`config.mk`:
```
export PLATFORM = sky130hd
export DESIGN_NAME = mem_result
export DESIGN_NICKNAME = d
export VERILOG_FILES = /design/src/rtl/mem_pkg.sv /design/src/rtl/mem_result.sv
export SDC_FILE = /design/constraint.sdc
export NUM_CORES = 1
export LEC_CHECK = 0
export BUFFER_PORTS_ARGS = -buffer_cell sky130_fd_sc_hd__buf_2
export CAP_MARGIN = 20
export CORE_MARGIN = 1.5
export CORE_UTILIZATION = 40
export DETAILED_ROUTE_END_ITERATION = 6
export GPL_TIMING_DRIVEN = 1
export PLACE_DENSITY = 0.74
export SLEW_MARGIN = 25
export SYNTH_ARGS = -nofsm -noshare
export SYNTH_HDL_FRONTEND = slang
export SYNTH_SLANG_ARGS = --single-unit
```
`constraint.sdc`:
```
create_clock -name clk -period 2.7 [get_ports clk]
set_input_delay 0.405 -clock clk [delete_from_list [all_inputs] [get_ports clk]]
set_output_delay 0.405 -clock clk [all_outputs]
set_load 0.01 [all_outputs]
```
`src/rtl/mem_pkg.sv`:
```
package mem_pkg;

	////////////////////////////////////////
	// Widths
	////////////////////////////////////////

	// SRAM address and data
	localparam int ADDR_W = 18;
	localparam int DATA_W = 16;

	// Access tag from the CPU
	localparam int TAG_W = 32;

	// Phase counter, each phase lasts 2**PHASE_DIV_BITS cycles
	localparam int PHASE_DIV_BITS = 1;

	////////////////////////////////////////
	// Encodings
	////////////////////////////////////////

	typedef enum logic [1:0] {
		KIND_EXE_READ  = 2'd0,
		KIND_EXE_WRITE = 2'd1,
		KIND_IF_READ   = 2'd2
	} mem_kind_e;

	typedef enum logic [2:0] {
		SEQ_IDLE = 3'd0,
		SEQ_RD1  = 3'd1,
		SEQ_RD2  = 3'd2,
		SEQ_RD3  = 3'd3,
		SEQ_WR1  = 3'd4,
		SEQ_WR2  = 3'd5,
		SEQ_WR3  = 3'd6
	} seq_state_e;

	////////////////////////////////////////
	// Bundles
	////////////////////////////////////////

	// One access as handed to the sequencer
	typedef struct packed {
		mem_kind_e         kind;
		logic [ADDR_W-1:0] addr;
		logic [DATA_W-1:0] wdata;
		logic [TAG_W-1:0]  tag;
	} mem_op_t;

	// SRAM strobes, all active low
	typedef struct packed {
		logic en_n;
		logic oe_n;
		logic we_n;
	} sram_ctl_t;

	// Completion record, valid for one cycle
	typedef struct packed {
		logic              valid;
		mem_kind_e         kind;
		logic [TAG_W-1:0]  tag;
		logic [DATA_W-1:0] data;
	} mem_cap_t;

endpackage

```
`src/rtl/mem_result.sv`:
```
`timescale 1ns/1ps

module mem_result import mem_pkg::*; (
	input  logic              clk,
	input  logic              rst,
	input  mem_cap_t          cap,
	input  logic [TAG_W-1:0]  act,
	output logic [TAG_W-1:0]  served_tag,
	output logic [DATA_W-1:0] rdata_if,
	output logic [DATA_W-1:0] rdata_exe,
	output logic              done_if,
	output logic              done_exe
);

	logic last_exe;
	logic tag_match;

	////////////////////////////////////////
	// Served tag and stage
	////////////////////////////////////////

	// All ones after reset, never used as act
	always_ff @(posedge clk or negedge rst) begin
		if (!rst) begin
			served_tag <= '1;
			last_exe   <= 1'b0;
		end else if (cap.valid) begin
			served_tag <= cap.tag;
			last_exe   <= (cap.kind != KIND_IF_READ);
		end
	end

	// Read results, writes leave both untouched
	always_ff @(posedge clk) begin
		if (cap.valid) begin
			if (cap.kind == KIND_IF_READ) begin
				rdata_if <= cap.data;
			end
			if (cap.kind == KIND_EXE_READ) begin
				rdata_exe <= cap.data;
			end
		end
	end

	////////////////////////////////////////
	// Done flags
	////////////////////////////////////////

	// New act drops done immediately
	assign tag_match = (served_tag == act);

	assign done_exe = tag_match && last_exe;
	assign done_if  = tag_match && !last_exe;

endmodule

```
==> results.yml <==
run_status:
  status: "finished clean"
clock_tree:
  cts_buffer_depth: 2
  post_cts.repair.setup_buffers: 0
  clk-insertion-delay-late_ns: 0.32
  clock-sinks: 65
  numCtsBuffers: 9
  cts-resized-gates: 0
  cts.root.buffer_cell: "clkbuf_8"
  cts_hold_buffers: 0
  htreeDepth: 3
  cts_tree: "yes"
  path_clk_slew_ns: 0.07
routing:
  viasPerCell: 4.68
  vias: 1830
  postRouteAntennaNets: 0
  routed_wl_mm: 5.49
  drt_iter0_markers: 28
  wl_per_cell_um: 14.0
  first_pass_iters: 4
  drcViolationCount: 0
synth:
  syn_nets: 235
  syn_area_per_cell_um2: 17.3
  yosysWarnings: 0
  synth.distinct_cells: 14
  ys_seq_elements: 65
  netlist_instances: 150
  ys_seq_area_share_pct: 70.4
  synth_area_um2: 2590
place:
  gp_congestion: 0.750
  post-place-cells: 375
  dp_hpwl_mm: 4.21
  port_buffers: 150
setup_path:
  critPathLaunchType: "register"
  crit_required_ns: 2.30
  r2r-start: "served_tag[8]$_DFFE_PN1P_"
  r2r_cells: 1
  worst_setup_path_end_kind: "output port"
  regToRegEndpoint: "served_tag[8]$_DFFE_PN1P_"
  rrSetupSlack_ns: 1.93
  cp.arrival_ns: 1.85
  crit_fanout: 3
  critPathKind: "reg2out"
grt:
  grt_max_degree: 35
  grt_pass1_wl_mm: 8.95
  grt_pass1_vias: 1896
  grt_overflow: 0
  antenna_found_initial: 0
  grt_usage_pct: 16.7
pwr:
  vdd_drop_max_v: 0.000288
  p_leak_nw: 1.62
  power_density_nw_per_um2: 616
  total_power_mw: 2.22
final_layout:
  finalNonFillerCells: 391
  post-route-util_pct: 57.2
  drive_gt1_share_pct: 74.2
  area.growth.synth_to_final_pct: 39.3
  antennaDiodeCount: 0
  layout.nets: 394
sta:
  finalSetupViolations: 0
  tightest_slew_ns: 0.736
  grt_setup_unrepaired: "false"
  clock_skew_ns: 0
  slew_viol_final: 0
  min_period_ns: 2.26
  finalHoldViolations: 0
  min_period_over_period_pct: 83.6
  slew_headroom_pct: 50.9
  setup_tns_ns: 0
  fmax_ghz: 0.443
job:
  cap_violations: 0
min_path:
  worst_hold_path_type: "in2async"
floorplan:
  die_w_um: 83.5
  num_rows: 29
  pin_count: 151
  start_util_pct: 41.1
  coreArea_um2: 6310
  die_area_um2: 6980
  die_y_um: 83.5
-- flip-flops by register name, indices dropped and copies added (netlist names) --
signal and count:
served_tag 32, rdata_exe 16, rdata_if 16, last_exe 1
-- worst max-delay path by stage --
stage                                     startpoint                     end  cells past startpoint
after floorplan                              cap[50]  rdata_exe[0]$_DFFE_PP_                      3
after global placement                       act[13]                 done_if                      6
after detailed placement                     act[25]                 done_if                      6
after CTS                 served_tag[13]$_DFFE_PN1P_                 done_if                      5
after global routing      served_tag[13]$_DFFE_PN1P_                done_exe                      5
final                     served_tag[13]$_DFFE_PN1P_                 done_if                      5
-- Yosys cell counts, drive strengths merged --
cell | n | area [um^2]
nor2 | 2 | 7.51
dfstp | 32 | 841
buf | 4 | 20.0
xor2 | 32 | 280
inv | 1 | 3.75
nor3 | 2 | 10.0
nand4 | 2 | 12.5
mux2 | 32 | 360
nor4 | 8 | 56.3
edfxtp | 32 | 961
dfrtp | 1 | 25.0
nor3b | 1 | 7.51
and3b | 1 | 8.76
-- per-stage QoR --
step / worst slack [ns] / hold WS, ns / cell area, um^2
global route: 0.273 / 0.191 / 3610
floorplan: 0.243 / 0.109 / 2590
global placement: 0.561 / 0.515 / 3440
detailed placement: 0.709 / 0.512 / 3440
CTS: 0.386 / 0.150 / 3610
finish: 0.442 / 0.146 / 3610
-- logic make-up (layout without fill, tap and decap cells) --
family	Yosys count	in the layout	synth area share, %
and+or+nand+nor	16	16	3.96
muxes	32	32	13.9
xor gates and xnor gates	32	32	10.8
buffers and inverters	5	169	0.916
DFF	65	65	70.4
-- critical path, stage by stage (launching register included) --
cell and delay (ns):
dfstp_2 0.56, xor2_1 0.07, nor4_1 0.33, nand4_1 0.21, nor3_1 0.20, buf_2 0.16
-- layer usage --
metal / share of wire, % / global-route usage [%] / vias up
met2: 44 / 25.4 / 115
met1: 43 / 21.1 / 841
met3: 11 / 6.53 / 13
met5: 0 / 0 / -
met4: 2.0 / 7.60 / 0
li1: - / - / 861
-- placed cells by master, fill, tap and decap left out, drive strengths merged --
cell type,netlist,routed
and3b,1,1
buf,4,152
clkbuf,0,11
clkinv,0,4
clkinvlp,0,1
dfrtp,1,1
dfstp,32,32
edfxtp,32,32
inv,1,1
mux2,32,32
nand4,2,2
nor2,2,2
nor3,2,2
nor3b,1,1
nor4,8,8
xor2,32,32
-- layout make-up --
class	instances	area [um^2]
clock buffer	11	141
clock inverter	5	31.3
tap	77	96.3
multi-input combinational	80	748
timing repair buffer	152	766
inverter	1	3.75
fill	550	2700
sequential	65	1830
-- power by group --
group	switching, mW	internal, mW
sequential	0.0508	1.16
combinational	0.149	0.166
clock	0.349	0.355
Note: power is estimated with default switching activity, not from simulation.
