===== config.mk =====
export PLATFORM = sky130hd
export DESIGN_NAME = mem_req_decode
export DESIGN_NICKNAME = d
export VERILOG_FILES = /design/src/rtl/mem_pkg.sv /design/src/rtl/mem_req_decode.sv
export SDC_FILE = /design/constraint.sdc
export NUM_CORES = 1
export LEC_CHECK = 0
export ABC_AREA = 1
export BUFFER_PORTS_ARGS = -buffer_cell sky130_fd_sc_hd__buf_4
export CORE_AREA = 2 2 73 75
export DETAILED_ROUTE_END_ITERATION = 12
export DIE_AREA = 0 0 75 77
export MAX_ROUTING_LAYER = met4
export PLACE_DENSITY = 0.73
export SLEW_MARGIN = 20
export SYNTH_ARGS = -nofsm -noshare
export SYNTH_HDL_FRONTEND = slang
export SYNTH_SLANG_ARGS = --single-unit

===== constraint.sdc =====
create_clock -name vclk -period 0.9
set_clock_uncertainty 0.15 [all_clocks]
set_input_delay 0.09 -clock vclk [all_inputs]
set_output_delay 0.09 -clock vclk [all_outputs]
set_load 0.01 [all_outputs]

===== src/rtl/mem_pkg.sv =====
package mem_pkg;

	////////////////////////////////////////
	// Widths
	////////////////////////////////////////

	// SRAM address and data
	localparam int ADDR_W = 18;
	localparam int DATA_W = 16;

	// Access tag from the CPU
	localparam int TAG_W = 32;

	// Phase counter, each phase lasts 2**PHASE_DIV_BITS cycles
	localparam int PHASE_DIV_BITS = 1;

	////////////////////////////////////////
	// Encodings
	////////////////////////////////////////

	typedef enum logic [1:0] {
		KIND_EXE_READ  = 2'd0,
		KIND_EXE_WRITE = 2'd1,
		KIND_IF_READ   = 2'd2
	} mem_kind_e;

	typedef enum logic [2:0] {
		SEQ_IDLE = 3'd0,
		SEQ_RD1  = 3'd1,
		SEQ_RD2  = 3'd2,
		SEQ_RD3  = 3'd3,
		SEQ_WR1  = 3'd4,
		SEQ_WR2  = 3'd5,
		SEQ_WR3  = 3'd6
	} seq_state_e;

	////////////////////////////////////////
	// Bundles
	////////////////////////////////////////

	// One access as handed to the sequencer
	typedef struct packed {
		mem_kind_e         kind;
		logic [ADDR_W-1:0] addr;
		logic [DATA_W-1:0] wdata;
		logic [TAG_W-1:0]  tag;
	} mem_op_t;

	// SRAM strobes, all active low
	typedef struct packed {
		logic en_n;
		logic oe_n;
		logic we_n;
	} sram_ctl_t;

	// Completion record, valid for one cycle
	typedef struct packed {
		logic              valid;
		mem_kind_e         kind;
		logic [TAG_W-1:0]  tag;
		logic [DATA_W-1:0] data;
	} mem_cap_t;

endpackage


===== src/rtl/mem_req_decode.sv =====
`timescale 1ns/1ps

module mem_req_decode import mem_pkg::*; (
	input  logic              need_if,
	input  logic              need_exe,
	input  logic              exe_read,
	input  logic              exe_write,
	input  logic [ADDR_W-1:0] addr_if,
	input  logic [ADDR_W-1:0] addr_exe,
	input  logic [DATA_W-1:0] wdata_exe,
	input  logic [TAG_W-1:0]  act,
	input  logic [TAG_W-1:0]  served_tag,
	input  logic              idle,
	output mem_op_t           op,
	output logic              start
);

	logic exe_valid;
	logic any_valid;
	logic act_new;

	// An execute request without a read or write flag does not count
	assign exe_valid = need_exe && (exe_read || exe_write);
	assign any_valid = exe_valid || need_if;

	// Tag already served means the current cycle is finished
	assign act_new = (act != served_tag);

	assign start = idle && any_valid && act_new;

	////////////////////////////////////////
	// Operation select
	////////////////////////////////////////

	always_comb begin
		op.tag   = act;
		op.wdata = wdata_exe;
		if (exe_valid) begin
			op.addr = addr_exe;
			// Read wins when both flags are set
			if (exe_read) begin
				op.kind = KIND_EXE_READ;
			end else begin
				op.kind = KIND_EXE_WRITE;
			end
		end else begin
			op.addr = addr_if;
			op.kind = KIND_IF_READ;
		end
	end

endmodule


==> flow_summary.yaml, run 1 <==
power:
  ir_drop_uv: 262
  switchingPower_w: 0.000536
  comb_power_share: 1.000
  power_density_mw_per_mm2: 503
  sw_frac_of_total: 0.419
  p_int_w: 0.000744
  p_total_w: 0.00128
  clkPwrFrac: 0
  p_leak_nw: 1.64
  seqPwrFrac: 0
floorplan:
  die_area_sq_mm: 0.00578
  core_area_sq_mm: 0.00498
  pin_count: 190
  die_h_um: 77
  initial_utilization: 0.255
  num_rows: 26
  die_w_um: 75
setup_path:
  arrival_ns: 0.98
  cp.buffers_inverters: 2
  cp-end-kind: "output pin"
  critPathMostFrequentCell: "nor2_1"
  crit_family: "simple AND/OR/NAND/NOR gates"
  path_class: "input pin to output pin"
  cp_max_fo: 2
  worst-endpoint-required_ns: 0.66
  path_cells: "buf_4 -> nor2_1 -> nor2_1 -> nor2_1 -> nand2_1 -> nor2_1 -> nand2_1 -> nor2_1 -> nor2_1 -> buf_4"
  critPathLaunchType: "input pin"
  cpPeakStageDelay_ns: 0.14
  worst_path_max_delay_cell: "buf_4"
synth:
  syn_nets: 400
  yosys_warnings: 0
  syn_avg_cell_area_sq_um: 4.55
  synth.cell_area_sq_mm: 0.00127
  synthCells: 279
  ys_seq_area_frac: 0
  ys_types: 10
grt:
  first_global_vias: 1638
  grt_first_pass_wirelength_mm: 6.78
  grt_max_degree: 8
  track_usage: 0.146
  grt.overflow.total: 0
  antenna_found_initial: 0
sta:
  period_share: 1.36
  tns_ns: -5.37
  setup_violations: 21
  fin_ws_ns: -0.325
  fmax_mhz: 816
  drv_slew: 0
  layout_min_cycle_time_ns: 1.22
  hold_violations: 0
  worstMarginPinSlew_ns: 0.209
  maxSlewHeadroom: 0.860
  rsz0062_at_grt: "true"
drt:
  wl_per_cell_um: 10.1
  drc: 0
  drt_first_pass_iters: 4
  vias: 1858
  drt_iter0_drc: 24
  wl_mm: 4.75
  drtAntennaViolNets: 0
  viasPerCell: 3.94
place:
  pre_cts_slack_ns: -0.332
  port_buffers: 158
  placed_cells_incl_taps: 466
  gp_congestion: 0.740
  place_hpwl_mm: 3.67
finish:
  drive_above_1_share: 0.547
  seq_area_sq_um: 0
  final_common_cell: "buf_4"
  antenna_cells: 0
  mostFrequentLayoutCells: "buf_4, nand2_1, inv_1"
  nets: 525
  clkbuf_count: 0
  final-instance-count-excl-fill: 472
  fill_cells: 524
  seq_cell_count: 0
  area_growth_pct: 100
  utilization: 0.511
outcome:
  violations: "setup timing"
  status: "finished with violations"
worst_hold_path:
  hp-class: "input pin to output pin"
job:
  max_cap_violations: 0
clock_network:
  cts-hold-fix-buffers: 0
-- kinds of logic (layout without fill, tap and decap cells) --
| group | Yosys count | after routing | share of synthesized area |
|---|---|---|---|
| xor+xnor | 3 | 3 | 0.0207 |
| simple gates | 174 | 174 | 0.516 |
| buf+inv | 100 | 223 | 0.452 |
| compound gates | 2 | 2 | 0.0108 |
-- layout make-up --
class	count	area [sq um]	area share
repair buffers	174	1430	0.561
multi-input cells	179	841	0.331
well taps	70	87.6	0.0344
inverters	49	189	0.0743
-- worst paths after layout --
path,from,endpoint,slack [ns],depth (start not counted)
worst max-delay path,served_tag[25],start,-0.32,10
worst min-delay path,wdata_exe[15],op[47],0.03,0
-- metrics by stage --
stage                     instance area, sq um  hold WS (ns)
after floorplan                           1270         0.122
after global placement                    2230        0.0301
after detailed placement                  2230        0.0301
after CTS                                 2480        0.0301
after global routing                      2540        0.0300
final                                     2540        0.0300
-- cells in the mapped netlist (all sizes together) --
cell type	number	area, sq um
or2	1	6.26
buf	51	390
o21ai	2	13.8
inv	49	184
nand2	129	484
xor2	3	26.3
nor2	44	165
-- layer usage --
layer	up-vias	track usage	share of wire
met5	-	-	0
met4	0	0.00893	0.0013
met3	2	0.0145	0.076
met2	93	0.285	0.55
met1	773	0.160	0.38
li1	990	-	-
-- what timing repair did --
item                                    CTS  global route
setup buffers                             2             4
gates cloned                              3             0
endpoints found under the setup margin   21            21
endpoints found under the hold margin     0             0
pin swaps                                16             6
gates resized for setup                  74            17
-- power groups by stage --
| stage | combinational (W) | sequential [W] | clock, W |
|---|---|---|---|
| after global placement | 0.00105 | 0 | 0 |
| after global routing | 0.00139 | 0 | 0 |
| final | 0.00128 | 0 | 0 |
| after CTS | 0.00124 | 0 | 0 |
| after floorplan | 0.000547 | 0 | 0 |
| after detailed placement | 0.00106 | 0 | 0 |
Power figures use the tool's default switching activity.
==> run 2: changes to the inputs <==
PLACE_DENSITY = 0.81   (was 0.73)
==> flow_summary.yaml, run 2 (synthesized netlist as in run 1, its figures left out) <==
outcome:
  status: "finished with violations"
  violations: "setup timing"
drt:
  drtAntennaViolNets: 0
  wl_met2_mm: 2.91
  wl_met3_um: 380
  drc: 0
  vias: 1927
  wl_mm: 5.03
  viasPerCell: 4.09
  wl_met1_mm: 1.68
  wl_per_cell_um: 10.7
  drt_iter0_drc: 27
  maxUsedRoutingLayer: "met4"
  drt_first_pass_iters: 4
finish:
  mostFrequentLayoutCells: "buf_4, nand2_1, inv_1"
  final-instance-count-excl-fill: 471
  nets: 524
  seq_area_sq_um: 0
  antenna_cells: 0
  final_common_cell: "buf_4"
  fill_cells: 507
  area_growth_pct: 110
  seq_cell_count: 0
  utilization: 0.536
  multiInputGateArea_sq_um: 921
  clkbuf_count: 0
  drive_above_1_share: 0.561
setup_path:
  cp_max_fo: 2
  arrival_ns: 1.00
  critPathLaunchType: "input pin"
  cpPeakStageDelay_ns: 0.14
  critPathMostFrequentCell: "nor2_1"
  cp-end-kind: "output pin"
  path_cells: "buf_4 -> nor2_1 -> nor2_1 -> nor2_1 -> nand2_1 -> nor2_1 -> nand2_1 -> nor2_1 -> nor2_1 -> buf_4"
  cp.buffers_inverters: 2
  worst-endpoint-required_ns: 0.66
  crit_family: "simple AND/OR/NAND/NOR gates"
  path_class: "input pin to output pin"
  worst_path_max_delay_cell: "buf_4"
sta:
  period_share: 1.38
  fmax_mhz: 807
  rsz0062_at_grt: "true"
  maxSlewHeadroom: 0.864
  drv_slew: 0
  hold_violations: 0
  fin_ws_ns: -0.339
  worstMarginPinSlew_ns: 0.203
  layout_min_cycle_time_ns: 1.24
  setup_violations: 21
grt:
  grt_max_degree: 11
  antenna_found_initial: 0
  grt_first_pass_wirelength_mm: 6.92
  track_usage: 0.149
  grt.overflow.total: 0
  first_global_vias: 1726
floorplan:
  die_area_sq_mm: 0.00578
  initial_utilization: 0.255
  die_w_um: 75
  num_rows: 26
  core_area_sq_mm: 0.00498
  pin_count: 190
  die_h_um: 77
worst_hold_path:
  hold_end: "op[33]"
  min_from: "wdata_exe[1]"
  hp-class: "input pin to output pin"
  whs_path_depth: 0
place:
  placed_cells_incl_taps: 464
  port_buffers: 158
  gp_congestion: 0.723
  place_hpwl_mm: 3.75
power:
  ir_drop_uv: 284
  p_leak_nw: 1.69
  power_density_mw_per_mm2: 513
job:
  max_cap_violations: 0
==> run 2: metrics by stage <==
| step | area [sq um] | total power, W | hold slack, ns | setup slack [ns] | setup TNS, ns |
|---|---|---|---|---|---|
| global route | 2670 | 0.00148 | 0.0300 | -0.436 | -6.07 |
| CTS | 2440 | 0.00122 | 0.0301 | -0.359 | -3.62 |
| detailed placement | 2210 | 0.00106 | 0.0301 | -0.370 | -4.38 |
| finish | 2670 | 0.00137 | 0.0300 | -0.339 | -5.04 |
| global placement | 2210 | 0.00104 | 0.0301 | -0.371 | -4.18 |
| floorplan | 1270 | 0.000547 | 0.122 | 0.0246 | 0 |
==> run 2: worst max path at each step <==
stage	startpoint	to	slack, ns	depth (start not counted)
3_3_place_gp	served_tag[29]	start	-0.37	10
5_1_grt	act[7]	start	-0.44	11
4_1_cts	served_tag[29]	start	-0.36	10
3_5_place_dp	served_tag[29]	start	-0.37	10
6_report	served_tag[18]	start	-0.34	10
2_1_floorplan	exe_write	op[56]	0.02	5
==> run 2: area by class of cell <==
type / count / area share
Timing Repair inverter: 2 / 0.0103
Inverter: 49 / 0.0717
Tap cell: 70 / 0.0328
Timing Repair Buffer: 171 / 0.540
Multi-Input combinational cell: 179 / 0.345
==> run 2: power by group <==
group          internal (W)  switching (W)  leakage [nW]
Combinational      0.000780       0.000588          1.69
Clock                     0              0             0
Sequential                0              0             0
==> run 2: what timing repair did <==
action,in CTS,in global routing
cloned,4,1
buffers inserted,1,3
resized for setup,60,64
pin swaps,14,14
hold buffers,0,0
endpoints found under the setup margin,21,21
==> run 2: layer usage <==
metal  GRT usage  vias up
met4      0.0161        0
met1       0.149      841
met2       0.309       91
li1            -      985
met5           -        -
met3     0.00657       10
==> run 3: changes to the inputs <==
BUFFER_PORTS_ARGS = unset   (was -buffer_cell sky130_fd_sc_hd__buf_4)
DONT_BUFFER_PORTS = 1   (was unset)
PLACE_DENSITY = 0.48   (was 0.81)
==> flow_summary.yaml, run 3 (synthesized netlist as in run 1, its figures left out) <==
outcome:
  status: "finished with violations"
  violations: "setup timing"
floorplan:
  die_area_sq_mm: 0.00578
  core_area_sq_mm: 0.00498
  die_w_um: 75
  num_rows: 26
  die_h_um: 77
  pin_count: 190
  initial_utilization: 0.255
setup_path:
  cpPeakStageDelay_ns: 0.13
  arrival_ns: 0.78
  critPathLaunchType: "input pin"
  worst_path_max_delay_cell: "nor2_2"
  critPathMostFrequentCell: "nor2_2"
  path_cells: "clkinv_8 -> nand2_4 -> nand2_2 -> nor2_2 -> nand2_1 -> nor2_1 -> nand2_1 -> nor2_2 -> nor2_2"
  cp-end-kind: "output pin"
  path_class: "input pin to output pin"
  worst-endpoint-required_ns: 0.66
  cp_max_fo: 2
place:
  dpl-instance-area_sq_um: 982
  place_hpwl_mm: 2.41
  pre_cts_slack_ns: -0.161
  port_buffers: 0
  placed_cells_incl_taps: 300
  gp_congestion: 0.698
job:
  max_cap_violations: 0
grt:
  antenna_found_initial: 0
  grt.overflow.total: 0
  grt_max_degree: 20
  first_global_vias: 1104
  grt_first_pass_wirelength_mm: 4.21
  track_usage: 0.0877
worst_hold_path:
  hp-class: "input pin to output pin"
drt:
  wl_met1_mm: 1.18
  vias: 1275
  drc: 0
  wl_met3_um: 260
  drtAntennaViolNets: 0
  drt_iter0_drc: 33
  viasPerCell: 4.18
  wl_per_cell_um: 10.1
  wl_mm: 3.09
  wl_met2_mm: 1.60
  maxUsedRoutingLayer: "met4"
  drt_first_pass_iters: 2
sta:
  hold_violations: 0
  setup_violations: 16
  rsz0062_at_grt: "true"
  fin_ws_ns: -0.115
  maxSlewHeadroom: 0.828
  worstMarginPinSlew_ns: 0.257
  drv_slew: 0
  layout_min_cycle_time_ns: 1.02
  fmax_mhz: 985
  period_share: 1.13
finish:
  nets: 358
  final_common_cell: "nand2_1"
  final-instance-count-excl-fill: 305
  clkbuf_count: 0
  seq_cell_count: 0
  area_growth_pct: -4.83
  seq_area_sq_um: 0
  mostFrequentLayoutCells: "nand2_1, inv_1, nor2_1"
  antenna_cells: 0
  fin_area_sq_mm: 0.00121
  fill_cells: 609
  drive_above_1_share: 0.260
power:
  ir_drop_uv: 197
  power_density_mw_per_mm2: 401
  p_leak_nw: 0.794
==> run 3: changes by cell type in the layout (fill, tap and decap cells not counted), sizes merged <==
cell,before,now
buf,171,7
inv,50,48
==> run 3: cell type report <==
class,instances,area [sq um],area share
repair buffers,7,71.3,0.0590
well taps,70,87.6,0.0725
multi-input cells,179,846,0.700
inverters,49,204,0.169
==> run 3: through the flow <==
stage	TNS, ns	total power, W	hold slack (ns)	utilization
after floorplan	0	0.000547	0.122	-
after global placement	-0.273	0.000360	0.0301	0.197
after detailed placement	-0.322	0.000367	0.0301	0.197
after CTS	-0.129	0.000386	0.0301	0.204
final	-1.34	0.000485	0.0300	0.243
after global routing	-1.95	0.000559	0.0300	0.243
==> run 3: repair_timing <==
item	CTS	global route
pin swaps	2	41
endpoints found under the setup margin	14	20
buffers inserted	0	2
gates cloned	1	2
hold endpoints to repair	0	0
gates resized for setup	10	65
hold buffers	0	0
==> run 3: path summary, 6_finish.rpt <==
kind	start	slack [ns]	endpoint	depth (start not counted)
max	served_tag[31]	-0.12	start	9
min	wdata_exe[14]	0.03	op[46]	0
==> run 3: report_power, final <==
group	internal [W]	switching [W]
clock	0	0
sequential	0	0
combinational	0.000202	0.000283
==> run 3: metal layers <==
layer / global-route usage / up-vias
li1: - / 655
met1: 0.103 / 536
met2: 0.161 / 76
met3: 0.00920 / 8
met5: - / -
met4: 0.0125 / 0
==> run 3: worst max-delay path: cells and delay by family <==
family	cells	cell delay, ns
buffers and inverters	1	0.03
and+or+nand+nor	8	0.66
